## src/common/conv_pkg.sv

```systemverilog
`default_nettype none

package conv_pkg;

	// ########################################
	// Data types
	// ########################################

	typedef logic signed [7:0] data_t;     // Matrix element
	typedef logic signed [23:0] acc_t;     // Accumulator and result

	localparam int IDX_WIDTH = 8;
	localparam int ADDR_WIDTH = 12;

	// ########################################
	// Step and result structs
	// ########################################

	typedef struct packed {
		logic                 valid;
		logic [IDX_WIDTH-1:0] m;       // Row of A
		logic [IDX_WIDTH-1:0] n;       // Column of B
		logic [IDX_WIDTH-1:0] kt;      // Inner tile index
		logic                 first;   // kt == 0
		logic                 last;    // Final kt
	} tile_step_t;

	typedef struct packed {
		acc_t                 value;
		logic [IDX_WIDTH-1:0] m;
		logic [IDX_WIDTH-1:0] n;
		logic                 last;    // Final element of C
	} conv_result_t;

	typedef enum logic [1:0] {
		IDLE,
		RUN,
		DRAIN
	} ctrl_state_e;

endpackage

`default_nettype wire

```

## src/source/conv_controller.sv

```systemverilog
`timescale 1ns/1ps
`default_nettype none

module conv_controller #(
	parameter int ARRAY_WIDTH = 4,
	parameter int MAT_M = 4,
	parameter int MAT_K = 10,
	parameter int MAT_N = 3
) (
	input  wire                    clk,
	input  wire                    reset,
	input  wire                    start,
	input  wire                    result_valid,
	input  wire conv_pkg::conv_result_t result,
	output conv_pkg::tile_step_t   step,
	output logic                   busy,
	output logic                   done
);
	import conv_pkg::*;

	localparam int K_TILES = (MAT_K + ARRAY_WIDTH - 1) / ARRAY_WIDTH;
	localparam logic [IDX_WIDTH-1:0] LAST_KT = IDX_WIDTH'(K_TILES - 1);
	localparam logic [IDX_WIDTH-1:0] LAST_N = IDX_WIDTH'(MAT_N - 1);
	localparam logic [IDX_WIDTH-1:0] LAST_M = IDX_WIDTH'(MAT_M - 1);

	ctrl_state_e state;
	logic kt_wrap;
	logic n_wrap;
	logic m_wrap;
	logic [IDX_WIDTH-1:0] next_kt;

	assign kt_wrap = (step.kt == LAST_KT);
	assign n_wrap = (step.n == LAST_N);
	assign m_wrap = (step.m == LAST_M);
	assign next_kt = kt_wrap ? '0 : step.kt + 1'b1;
	assign busy = (state != IDLE);

	always_ff @(posedge clk) begin
		if (reset) begin
			state <= IDLE;
			step <= '0;
			done <= 1'b0;
		end else begin
			done <= 1'b0;
			case (state)
				IDLE: if (start) begin
					state <= RUN;
					step.valid <= 1'b1;
					step.m <= '0;
					step.n <= '0;
					step.kt <= '0;
					step.first <= 1'b1;
					step.last <= (LAST_KT == '0);
				end
				RUN: if (kt_wrap && n_wrap && m_wrap) begin
					state <= DRAIN;
					step.valid <= 1'b0;
				end else begin
					step.kt <= next_kt;
					step.first <= kt_wrap;
					step.last <= (next_kt == LAST_KT);
					if (kt_wrap) begin    // Next output element
						step.n <= n_wrap ? '0 : step.n + 1'b1;
						if (n_wrap)
							step.m <= step.m + 1'b1;
					end
				end
				DRAIN: if (result_valid && result.last) begin
					state <= IDLE;
					done <= 1'b1;
				end
				default: state <= IDLE;
			endcase
		end
	end

	a_done_single: assert property (@(posedge clk) disable iff (reset) done |=> !done);
	a_step_in_run: assert property (@(posedge clk) disable iff (reset)
		step.valid |-> (state == RUN));

endmodule

`default_nettype wire

```

## src/tiling/act_tiler.sv

```systemverilog
`timescale 1ns/1ps
`default_nettype none

module act_tiler #(
	parameter int ARRAY_WIDTH = 4,
	parameter int MAT_M = 4,
	parameter int MAT_K = 10
) (
	input  wire                                clk,
	input  wire                                act_wr,
	input  wire [conv_pkg::ADDR_WIDTH-1:0]     act_wr_addr,
	input  wire conv_pkg::data_t               act_wr_data,
	input  wire                                busy,
	input  wire conv_pkg::tile_step_t          step,
	output conv_pkg::data_t [ARRAY_WIDTH-1:0]  act_vec
);
	import conv_pkg::*;

	localparam int DEPTH = MAT_M * MAT_K;
	localparam int AW = $clog2(DEPTH);

	data_t act_mem [DEPTH];
	logic [ADDR_WIDTH-1:0] row_base;
	logic [ADDR_WIDTH-1:0] k_base;
	logic [ADDR_WIDTH-1:0] lane_k [ARRAY_WIDTH];
	logic [ADDR_WIDTH-1:0] rd_addr [ARRAY_WIDTH];
	logic [ARRAY_WIDTH-1:0] lane_ok;

	assign row_base = ADDR_WIDTH'(step.m) * ADDR_WIDTH'(MAT_K);
	assign k_base = ADDR_WIDTH'(step.kt) * ADDR_WIDTH'(ARRAY_WIDTH);

	always_comb begin
		for (int lane = 0; lane < ARRAY_WIDTH; lane++) begin
			lane_k[lane] = k_base + ADDR_WIDTH'(lane);
			rd_addr[lane] = row_base + lane_k[lane];
			lane_ok[lane] = step.valid && (lane_k[lane] < ADDR_WIDTH'(MAT_K));  // Pad past K
		end
	end

	always_ff @(posedge clk) begin
		if (act_wr && !busy)
			act_mem[act_wr_addr[AW-1:0]] <= act_wr_data;
	end

	always_ff @(posedge clk) begin
		for (int lane = 0; lane < ARRAY_WIDTH; lane++) begin
			if (lane_ok[lane])
				act_vec[lane] <= act_mem[rd_addr[lane][AW-1:0]];
			else
				act_vec[lane] <= '0;
		end
	end

	a_wr_range: assert property (@(posedge clk)
		(act_wr && !busy) |-> (act_wr_addr < DEPTH));

endmodule

`default_nettype wire

```

## src/tiling/weight_tiler.sv

```systemverilog
`timescale 1ns/1ps
`default_nettype none

module weight_tiler #(
	parameter int ARRAY_WIDTH = 4,
	parameter int MAT_K = 10,
	parameter int MAT_N = 3
) (
	input  wire                                clk,
	input  wire                                weight_wr,
	input  wire [conv_pkg::ADDR_WIDTH-1:0]     weight_wr_addr,
	input  wire conv_pkg::data_t               weight_wr_data,
	input  wire                                busy,
	input  wire conv_pkg::tile_step_t          step,
	output conv_pkg::data_t [ARRAY_WIDTH-1:0]  weight_vec
);
	import conv_pkg::*;

	localparam int DEPTH = MAT_K * MAT_N;
	localparam int AW = $clog2(DEPTH);

	data_t weight_mem [DEPTH];
	logic [ADDR_WIDTH-1:0] k_base;
	logic [ADDR_WIDTH-1:0] lane_k [ARRAY_WIDTH];
	logic [ADDR_WIDTH-1:0] rd_addr [ARRAY_WIDTH];
	logic [ARRAY_WIDTH-1:0] lane_ok;

	assign k_base = ADDR_WIDTH'(step.kt) * ADDR_WIDTH'(ARRAY_WIDTH);

	// Column n, rows k_base up to k_base + ARRAY_WIDTH - 1
	always_comb begin
		for (int lane = 0; lane < ARRAY_WIDTH; lane++) begin
			lane_k[lane] = k_base + ADDR_WIDTH'(lane);
			rd_addr[lane] = lane_k[lane] * ADDR_WIDTH'(MAT_N) + ADDR_WIDTH'(step.n);
			lane_ok[lane] = step.valid && (lane_k[lane] < ADDR_WIDTH'(MAT_K));
		end
	end

	always_ff @(posedge clk) begin
		if (weight_wr && !busy)
			weight_mem[weight_wr_addr[AW-1:0]] <= weight_wr_data;
	end

	always_ff @(posedge clk) begin
		for (int lane = 0; lane < ARRAY_WIDTH; lane++) begin
			if (lane_ok[lane])
				weight_vec[lane] <= weight_mem[rd_addr[lane][AW-1:0]];
			else
				weight_vec[lane] <= '0;      // Padded lane
		end
	end

	a_wr_range: assert property (@(posedge clk)
		(weight_wr && !busy) |-> (weight_wr_addr < DEPTH));

endmodule

`default_nettype wire

```

## src/source/dot_engine.sv

```systemverilog
`timescale 1ns/1ps
`default_nettype none

module dot_engine #(
	parameter int ARRAY_WIDTH = 4,
	parameter int MAT_M = 4,
	parameter int MAT_N = 3
) (
	input  wire                                    clk,
	input  wire                                    reset,
	input  wire conv_pkg::tile_step_t              step,
	input  wire conv_pkg::data_t [ARRAY_WIDTH-1:0] act_vec,
	input  wire conv_pkg::data_t [ARRAY_WIDTH-1:0] weight_vec,
	input  wire                                    relu_en,
	input  wire                                    start,
	output conv_pkg::conv_result_t                 result,
	output logic                                   result_valid
);
	import conv_pkg::*;

	localparam logic [IDX_WIDTH-1:0] LAST_M = IDX_WIDTH'(MAT_M - 1);
	localparam logic [IDX_WIDTH-1:0] LAST_N = IDX_WIDTH'(MAT_N - 1);

	tile_step_t step_d;                // Aligned with tiler vectors
	logic relu_q;
	acc_t acc;
	acc_t lane_sum;
	acc_t total;

	always_comb begin
		lane_sum = '0;
		for (int lane = 0; lane < ARRAY_WIDTH; lane++)
			lane_sum = lane_sum + acc_t'(act_vec[lane]) * acc_t'(weight_vec[lane]);
		total = step_d.first ? lane_sum : acc + lane_sum;
	end

	// ########################################
	// Control
	// ########################################

	always_ff @(posedge clk) begin
		if (reset) begin
			step_d <= '0;
			relu_q <= 1'b0;
			result_valid <= 1'b0;
		end else begin
			step_d <= step;
			result_valid <= step_d.valid && step_d.last;
			if (start && !step.valid && !step_d.valid)   // Only between runs
				relu_q <= relu_en;
		end
	end

	// ########################################
	// Accumulator and result
	// ########################################

	always_ff @(posedge clk) begin
		if (step_d.valid)
			acc <= total;
		if (step_d.valid && step_d.last) begin
			result.value <= (relu_q && total < 0) ? '0 : total;
			result.m <= step_d.m;
			result.n <= step_d.n;
			result.last <= (step_d.m == LAST_M) && (step_d.n == LAST_N);
		end
	end

	a_acc_chain: assert property (@(posedge clk) disable iff (reset)
		(step_d.valid && !step_d.first) |-> $past(step_d.valid));

endmodule

`default_nettype wire

```

## src/source/conv_top.sv

```systemverilog
`timescale 1ns/1ps
`default_nettype none

module conv_top #(
	parameter int ARRAY_WIDTH = 4,
	parameter int MAT_M = 4,
	parameter int MAT_K = 10,
	parameter int MAT_N = 3
) (
	input  wire                            clk,
	input  wire                            reset,
	input  wire                            act_wr,
	input  wire [conv_pkg::ADDR_WIDTH-1:0] act_wr_addr,
	input  wire conv_pkg::data_t           act_wr_data,
	input  wire                            weight_wr,
	input  wire [conv_pkg::ADDR_WIDTH-1:0] weight_wr_addr,
	input  wire conv_pkg::data_t           weight_wr_data,
	input  wire                            start,
	input  wire                            relu_en,
	output wire                            result_valid,
	output wire conv_pkg::conv_result_t    result,
	output wire                            busy,
	output wire                            done
);
	import conv_pkg::*;

	wire tile_step_t step;
	wire data_t [ARRAY_WIDTH-1:0] act_vec;
	wire data_t [ARRAY_WIDTH-1:0] weight_vec;

	conv_controller #(.ARRAY_WIDTH(ARRAY_WIDTH), .MAT_M(MAT_M), .MAT_K(MAT_K), .MAT_N(MAT_N))
	u_controller (
		.clk(clk), .reset(reset), .start(start),
		.result_valid(result_valid), .result(result),
		.step(step), .busy(busy), .done(done)
	);

	act_tiler #(.ARRAY_WIDTH(ARRAY_WIDTH), .MAT_M(MAT_M), .MAT_K(MAT_K)) u_act_tiler (
		.clk(clk), .act_wr(act_wr), .act_wr_addr(act_wr_addr), .act_wr_data(act_wr_data),
		.busy(busy), .step(step), .act_vec(act_vec)
	);

	weight_tiler #(.ARRAY_WIDTH(ARRAY_WIDTH), .MAT_K(MAT_K), .MAT_N(MAT_N)) u_weight_tiler (
		.clk(clk), .weight_wr(weight_wr), .weight_wr_addr(weight_wr_addr),
		.weight_wr_data(weight_wr_data), .busy(busy), .step(step), .weight_vec(weight_vec)
	);

	dot_engine #(.ARRAY_WIDTH(ARRAY_WIDTH), .MAT_M(MAT_M), .MAT_N(MAT_N)) u_dot_engine (
		.clk(clk), .reset(reset), .step(step),
		.act_vec(act_vec), .weight_vec(weight_vec),
		.relu_en(relu_en), .start(start),
		.result(result), .result_valid(result_valid)
	);

endmodule

`default_nettype wire

```

## config.mk

```make
export PLATFORM = sky130hd
export DESIGN_NAME = conv_top
export DESIGN_NICKNAME = d
export VERILOG_FILES = /design/src/common/conv_pkg.sv /design/src/source/conv_controller.sv /design/src/tiling/act_tiler.sv /design/src/tiling/weight_tiler.sv /design/src/source/dot_engine.sv /design/src/source/conv_top.sv
export SDC_FILE = /design/constraint.sdc
export NUM_CORES = 2
export LEC_CHECK = 0
export BUFFER_PORTS_ARGS = -buffer_cell sky130_fd_sc_hd__clkbuf_2
export CAP_MARGIN = 10
export CORE_MARGIN = 5
export CORE_UTILIZATION = 35
export DETAILED_ROUTE_END_ITERATION = 8
export SLEW_MARGIN = 20
export SYNTH_ARGS = -nofsm -noshare
export SYNTH_HDL_FRONTEND = slang
export SYNTH_SLANG_ARGS = --single-unit
export TNS_END_PERCENT = 10
```

## constraint.sdc

```tcl
create_clock -name clk -period 10.3 [get_ports clk]
set_input_delay 0.515 -clock clk [delete_from_list [all_inputs] [get_ports clk]]
set_output_delay 0.515 -clock clk [all_outputs]
set_load 0.02 [all_outputs]
```

* Word level (Yosys, flattened, before mapping)
Memories as Yosys holds them, arrays and structs flattened. A register that Yosys moved wholly into a read port is not among the register bits.
Index checks and enable logic that the tools add are counted.
** Cells by class
- $add $sub $neg :: 18
- Multiply operators :: 9
- $lt $le $gt $ge :: 5
- Equal/unequal tests :: 14
- Muxes and demuxes :: 18
- Bitwise gates (word level) :: 1
- Reductions and logical operators :: 34
** Operators with widths (count)
- 24-bit adder :: 4
- 8-bit by 8-bit multiplier with 16-bit output :: 4
- 27-bit case mux with 2 select lines :: 1
- 8-bit by 2-bit == test with 1-bit output, second input constant :: 6
- 11-bit by 4-bit < comparator with 1-bit output, second input constant :: 3
- 11-bit by 2-bit multiplier with 5-bit output, second input constant :: 3
- 27-bit 2-to-1 mux :: 1
- 26-bit 2-to-1 mux :: 1
- 6-bit adder :: 4
- 8-bit by 1-bit adder with 8-bit output, second input constant :: 3
- 24-bit by 1-bit < comparator with 1-bit output, second input constant :: 1
- 24-bit 2-to-1 mux :: 1
- 8-bit 2-to-1 mux :: 3
- 10-bit by 2-bit adder with 11-bit output, second input constant :: 2
- 5-bit adder :: 4
- 16-bit 2-to-1 mux :: 1
- 1-bit logical AND :: 14
- 10-bit by 1-bit adder with 11-bit output, second input constant :: 1
- 1-bit zero test :: 11
- 10-bit by 4-bit < comparator with 1-bit output, second input constant :: 1
- 3-bit AND reduction :: 3
- 8-bit by 2-bit multiplier with 3-bit output, second input constant :: 1
- 8-bit by 3-bit multiplier with 5-bit output, second input constant :: 1
- 2-bit by 1-bit != test with 1-bit output, second input constant :: 4
- other kinds (12) :: 21
** Word-level totals
- Register bits :: 116
- Memory bits (writable) :: 560
- Input port bits :: 46
- Output and inout port bits :: 44
- Word-level logic and storage cells :: 121
- Memories :: 2
** Memories
- u_act_tiler.act_mem :: depth 40, width 8, rd ports 4, clocked after Yosys merged registers in 4, wr ports 1, line act_tiler.sv:22 : data_t act_mem [DEPTH];
- u_weight_tiler.weight_mem :: depth 30, width 8, rd ports 4, clocked after Yosys merged registers in 4, wr ports 1, line weight_tiler.sv:22 : data_t weight_mem [DEPTH];

* Longest topological paths before layout
- Depth after elaboration :: 8
- Gate-level depth with buffers :: 40
- Depth with buffers taken out :: 38

* Hierarchy
From an unflattened synthesis, not the netlist that was laid out.
** Unflattened totals
- Cell total of the unflattened synthesis :: 3541
- Area total of the unflattened synthesis :: 49526.2 um^2
** Modules (own cells, without submodules)
- weight_tiler :: times used 1, cells each 1027, area each 16474.6 um^2, sequential area each 7847.5 um^2
- act_tiler :: times used 1, cells each 812, area each 16001.6 um^2, sequential area each 10249.8 um^2
- dot_engine :: times used 1, cells each 1503, area each 15399.8 um^2, sequential area each 2372.3 um^2
- conv_controller :: times used 1, cells each 199, area each 1650.3 um^2, sequential area each 600.6 um^2

* Least setup slack after synthesis
OpenSTA, ideal clock, no wires.
- Path type :: reg2reg
- Start :: register u_act_tiler.act_vec[15] (netlist bit) (read register of u_act_tiler.act_mem)
- End :: register u_dot_engine.result[36] (netlist name)
- Setup time :: 275 ps
- Arrival time :: 8117 ps
- Data required time :: 10025 ps
- Path slack :: 1909 ps
- Cell stages (with the launch flop) :: 40
- Path buffers :: 2
- Period minus slack after synthesis :: 8391 ps
- Path through :: dfxtp_1 > and2_1 > inv_1 > fa_1 > fa_1 > inv_1 > fa_1 > inv_1 > fa_1 > inv_1 > ha_1 > a21oi_1 > o21bai_1 > a21oi_1 > o21ai_0 > a21o_1 > a21oi_1 > xnor2_1 > (+4 left out) > ha_1 > a21o_1 > a21oi_1 > nor2_1 > nor2_1 > nand2_1 > xor2_1 > ha_1 > clkbuf_1 > nand2_1 > o21ai_0 > a221oi_1 > or3_1 > o211ai_1 > nor2_1 > mux2i_1 > buf_2 > a211oi_1
** Between the ends
- Word-level cells in the longest chain between the ends :: 8
** Ends and longest elaborated chain
- from (decl) :: line act_tiler.sv:15 : output conv_pkg::data_t [ARRAY_WIDTH-1:0] act_vec
- 8-bit by 8-bit multiplier with 16-bit output (*) :: line dot_engine.sv:33 : lane_sum = lane_sum + acc_t'(act_vec[lane]) * acc_t'(weight_vec[lane]);
- 24-bit adder (*) (3 in series) :: line dot_engine.sv:33
- 24-bit adder :: line dot_engine.sv:34 : total = step_d.first ? lane_sum : acc + lane_sum;
- 24-bit 2-to-1 mux (*) :: line dot_engine.sv:34
- 24-bit by 1-bit < comparator with 1-bit output :: line dot_engine.sv:62 : result.value <= (relu_q && total < 0) ? '0 : total;
- 1-bit logical AND :: line dot_engine.sv:62
Mark *: on every way between the ends. The rest lies on a longest branch, timed or not.
A chain may end at the register's enable or synchronous reset.

* Worst setup path in the final report
- Start :: register u_weight_tiler.weight_vec[8] (netlist bit) (read register of u_weight_tiler.weight_mem)
- End :: register u_dot_engine.result[32] (netlist name)
** Between the ends
- Word-level cells in the longest chain between the ends :: 8
** Ends and longest elaborated chain
- from (decl) :: line weight_tiler.sv:15 : output conv_pkg::data_t [ARRAY_WIDTH-1:0] weight_vec
- 8-bit by 8-bit multiplier with 16-bit output (*) :: line dot_engine.sv:33
- 24-bit adder (*) (3 in series) :: line dot_engine.sv:33
- 24-bit adder :: line dot_engine.sv:34
- 24-bit 2-to-1 mux (*) :: line dot_engine.sv:34
- 24-bit by 1-bit < comparator with 1-bit output :: line dot_engine.sv:62
- 1-bit logical AND :: line dot_engine.sv:62
Marks and branches as above.

==> flow_metrics.tcl <==
set metrics [dict create \
    yosysTopAreaCell "edfxtp_1" \
    crit_arrival_ps 9910 \
    yosysTopAreaCellShare_pct 38.6 \
    cts_tree "built" \
    grt_max_degree 145 \
    grt_pass1_wl_mm 184 \
    rows 136 \
    worstSkewPairLatency_ps 700 \
    gr-usage-all-layers_pct 16.7 \
    grt-ovfl-total 0 \
    async_reset_ff_share_pct 0 \
    critPathSlowestCell "fa_1" \
    crit_top_cell "inv_1" \
    status "finished, final reports clean" \
    cts_max_level 3 \
    finalSetupViolations 0 \
    finalWirelength_mm 122 \
    reg2regPathDepth 38 \
    synth_edf_count 625 \
    routedWlPerCell_um 22.8 \
    grt_pass1_vias 29400 \
    drc_errors 0 \
    ys_warn_count 0 \
    synth_cells 3413 \
    synth.distinct_cells 65 \
    p_total_uw 13500 \
    root_buffer "clkbuf_16" \
    rsz0062_at_grt "no" \
    crit_fanout 8 \
    dpl.hpwl_mm 85.1 \
    startpoint_type "flip-flop" \
    synth_commonest_cells "625 x edfxtp_1, 463 x mux4_2, 377 x inv_1" \
    core_area_um2 138000 \
    finalWorstSetupSlack_ps 848 \
    worst_slew_pin_slew_ps 1200 \
    synthFlopType "edfxtp_1" \
    synth.most_common_cell "edfxtp_1" \
    die_h_um 383 \
    fin_crit_sh_pct 91.8 \
    timing.slew.headroom_pct 19.5 \
    clock_skew_ps 33.6 \
    fin_tns_setup_ps 0 \
    initial_utilization_pct 35.3 \
    viasPerCell 5.43 \
    clk_pin_slew_ps 60 \
    p_per_area_nw_per_um2 250 \
    pin_count 90 \
    vdd_drop_max_uv 391 \
    fin_crit_ps 9450 \
    ant_nets 0 \
    dpl_worst_slack_ps 833 \
    antenna_found_initial 4 \
    slowest_delay_ps 570 \
    avgSynthCellArea_um2 14.2 \
    ctsHoldBuffers 0 \
    synth.net_count 3900 \
    holdPathStages 3 \
    gp_congestion 0.844 \
    syn-cell-area_um2 48600 \
    power.leakage_uw 0.0198 \
    slew_viol_final 0 \
    hold_viol_final 0 \
    syn_to_final_growth_pct 11.0 \
    firstDrtPassIters 5 \
    cp.required_ps 10750 \
    path_class "reg -> reg" \
    cts.sinks 740 \
    drt_iter0_drc 2411 \
    via_count 29100 \
    numCtsBuffers 83 \
    drive_above_1_share_pct 22.0 \
    die_w_um 383 \
    end_kind "flip-flop" \
    final_nets 3974 \
    die-area_um2 146000 \
    drv_cap 0 \
    post-cts-setup-buffers 0 \
    min_path_type "in -> reg" \
    synth_seq_cells 740 \
    io_buffer_count 76 \
    synth_area_leaders "edfxtp_1 39%, mux4_2 21%, fa_1 11%, dfxtp_1 4.7%, ha_1 4.7%" \
    ys_seq_area_share_pct 43.4 \
    max_clock_freq_mhz 106 \
    cts_buffer_depth 3 \
]
layout by cell type, fill, tap and decap left out, types with 83 or more instances in the layout:
cell / synthesis / layout
xnor2_1: 96 / 92
dfxtp_1: 115 / 112
inv_1: 377 / 377
mux4_2: 463 / 463
fa_1: 260 / 258
ha_1: 181 / 179
edfxtp_1: 625 / 625
nor2_1: 246 / 234
and2_1: 164 / 163
a21oi_1: 109 / 109
nand2_1: 142 / 142
clkbuf_16: 0 / 83
cell type report:
type                    instances  area (µm²)
inverters                     379        1420
flip-flops and latches        740       21100
well taps                    1794        2240
clock buffers                 103        2200
fillers                     12700       83800
diodes                          2        5.00
clock inverters                48         508
multi-input cells            2147       25600
repair buffers                136         843
repair_timing:
action                                  4_1_cts  5_1_grt
endpoints found under the setup margin        0        1
resized for setup                             0        1
endpoints found under the hold margin         0        0
sequential cells by signal, indices dropped and copies added, names as in the netlist, 19 cells and up:
name / cells
u_act_tiler.act_vec: 32
u_dot_engine.step_d: 19
u_controller.step: 27
u_act_tiler.act_mem: 320
u_weight_tiler.weight_vec: 32
u_dot_engine.acc: 24
u_weight_tiler.weight_mem: 240
u_dot_engine.result: 41
stage by stage:
| step | utilization [%] | area, µm² | hold WS, ps | instances |
|---|---|---|---|---|
| floorplan | - | 48600 | 400 | 3413 |
| global placement | 37.2 | 51100 | 415 | 5196 |
| detailed placement | 37.2 | 51200 | 416 | 5196 |
| CTS | 39.1 | 53900 | 10.1 | 5347 |
| global route | 39.2 | 53900 | 37.7 | 5347 |
| finish | 39.2 | 53900 | 51.4 | 5349 |
logic make-up after synthesis:
| kind of cell | count (synthesis) | synth area share [%] |
|---|---|---|
| XOR/XNOR | 135 | 2.43 |
| AND/OR/NAND/NOR | 718 | 7.31 |
| adder cells (fa/ha/maj) | 441 | 15.4 |
| multiplexers | 554 | 23.4 |
| AO/OA/AOI/OAI | 299 | 3.89 |
| buffers and inverters | 526 | 4.21 |
| flip-flops | 740 | 43.4 |
layer usage:
| metal | global-route usage (%) | part of all wire (%) | vias to the layer above |
|---|---|---|---|
| met2 | 26.4 | 47 | 1058 |
| met4 | 5.41 | 3.2 | 4 |
| met1 | 22.5 | 42 | 15000 |
| li1 | - | - | 12800 |
| met5 | 0 | 0.020 | - |
| met3 | 4.32 | 8.7 | 209 |
worst max-delay path: cells and delay by family, from the launching register on:
kind / cells / cell delay [ps]
XOR/XNOR: 1 / 160
multiplexers: 1 / 150
flip-flops: 1 / 490
AND/OR/NAND/NOR: 7 / 940
AO/OA/AOI/OAI: 12 / 2710
adder cells (fa/ha/maj): 9 / 4050
buffers and inverters: 8 / 720
report_power, final:
part	switching [µW]	internal [µW]	total [µW]	leakage (µW)
Sequential	138	3680	3820	0.00658
Combinational	3740	2940	6680	0.0119
Clock	1290	1670	2950	0.00131
path summary, 6_finish.rpt:
check	from	endpoint	slack [ps]
min reg2reg	u_dot_engine.step_d[10]$_SDFF_PP0_	u_dot_engine.result[1]$_DFFE_PP_	430
max	u_weight_tiler.weight_vec[8]$_SDFF_PN0_	u_dot_engine.result[32]$_SDFFCE_PP0P_	850
min	relu_en	u_dot_engine.relu_q$_SDFFE_PP0P_	50
max reg2reg	u_weight_tiler.weight_vec[8]$_SDFF_PN0_	u_dot_engine.result[32]$_SDFFCE_PP0P_	850
Note: power is estimated with default switching activity, not from simulation.
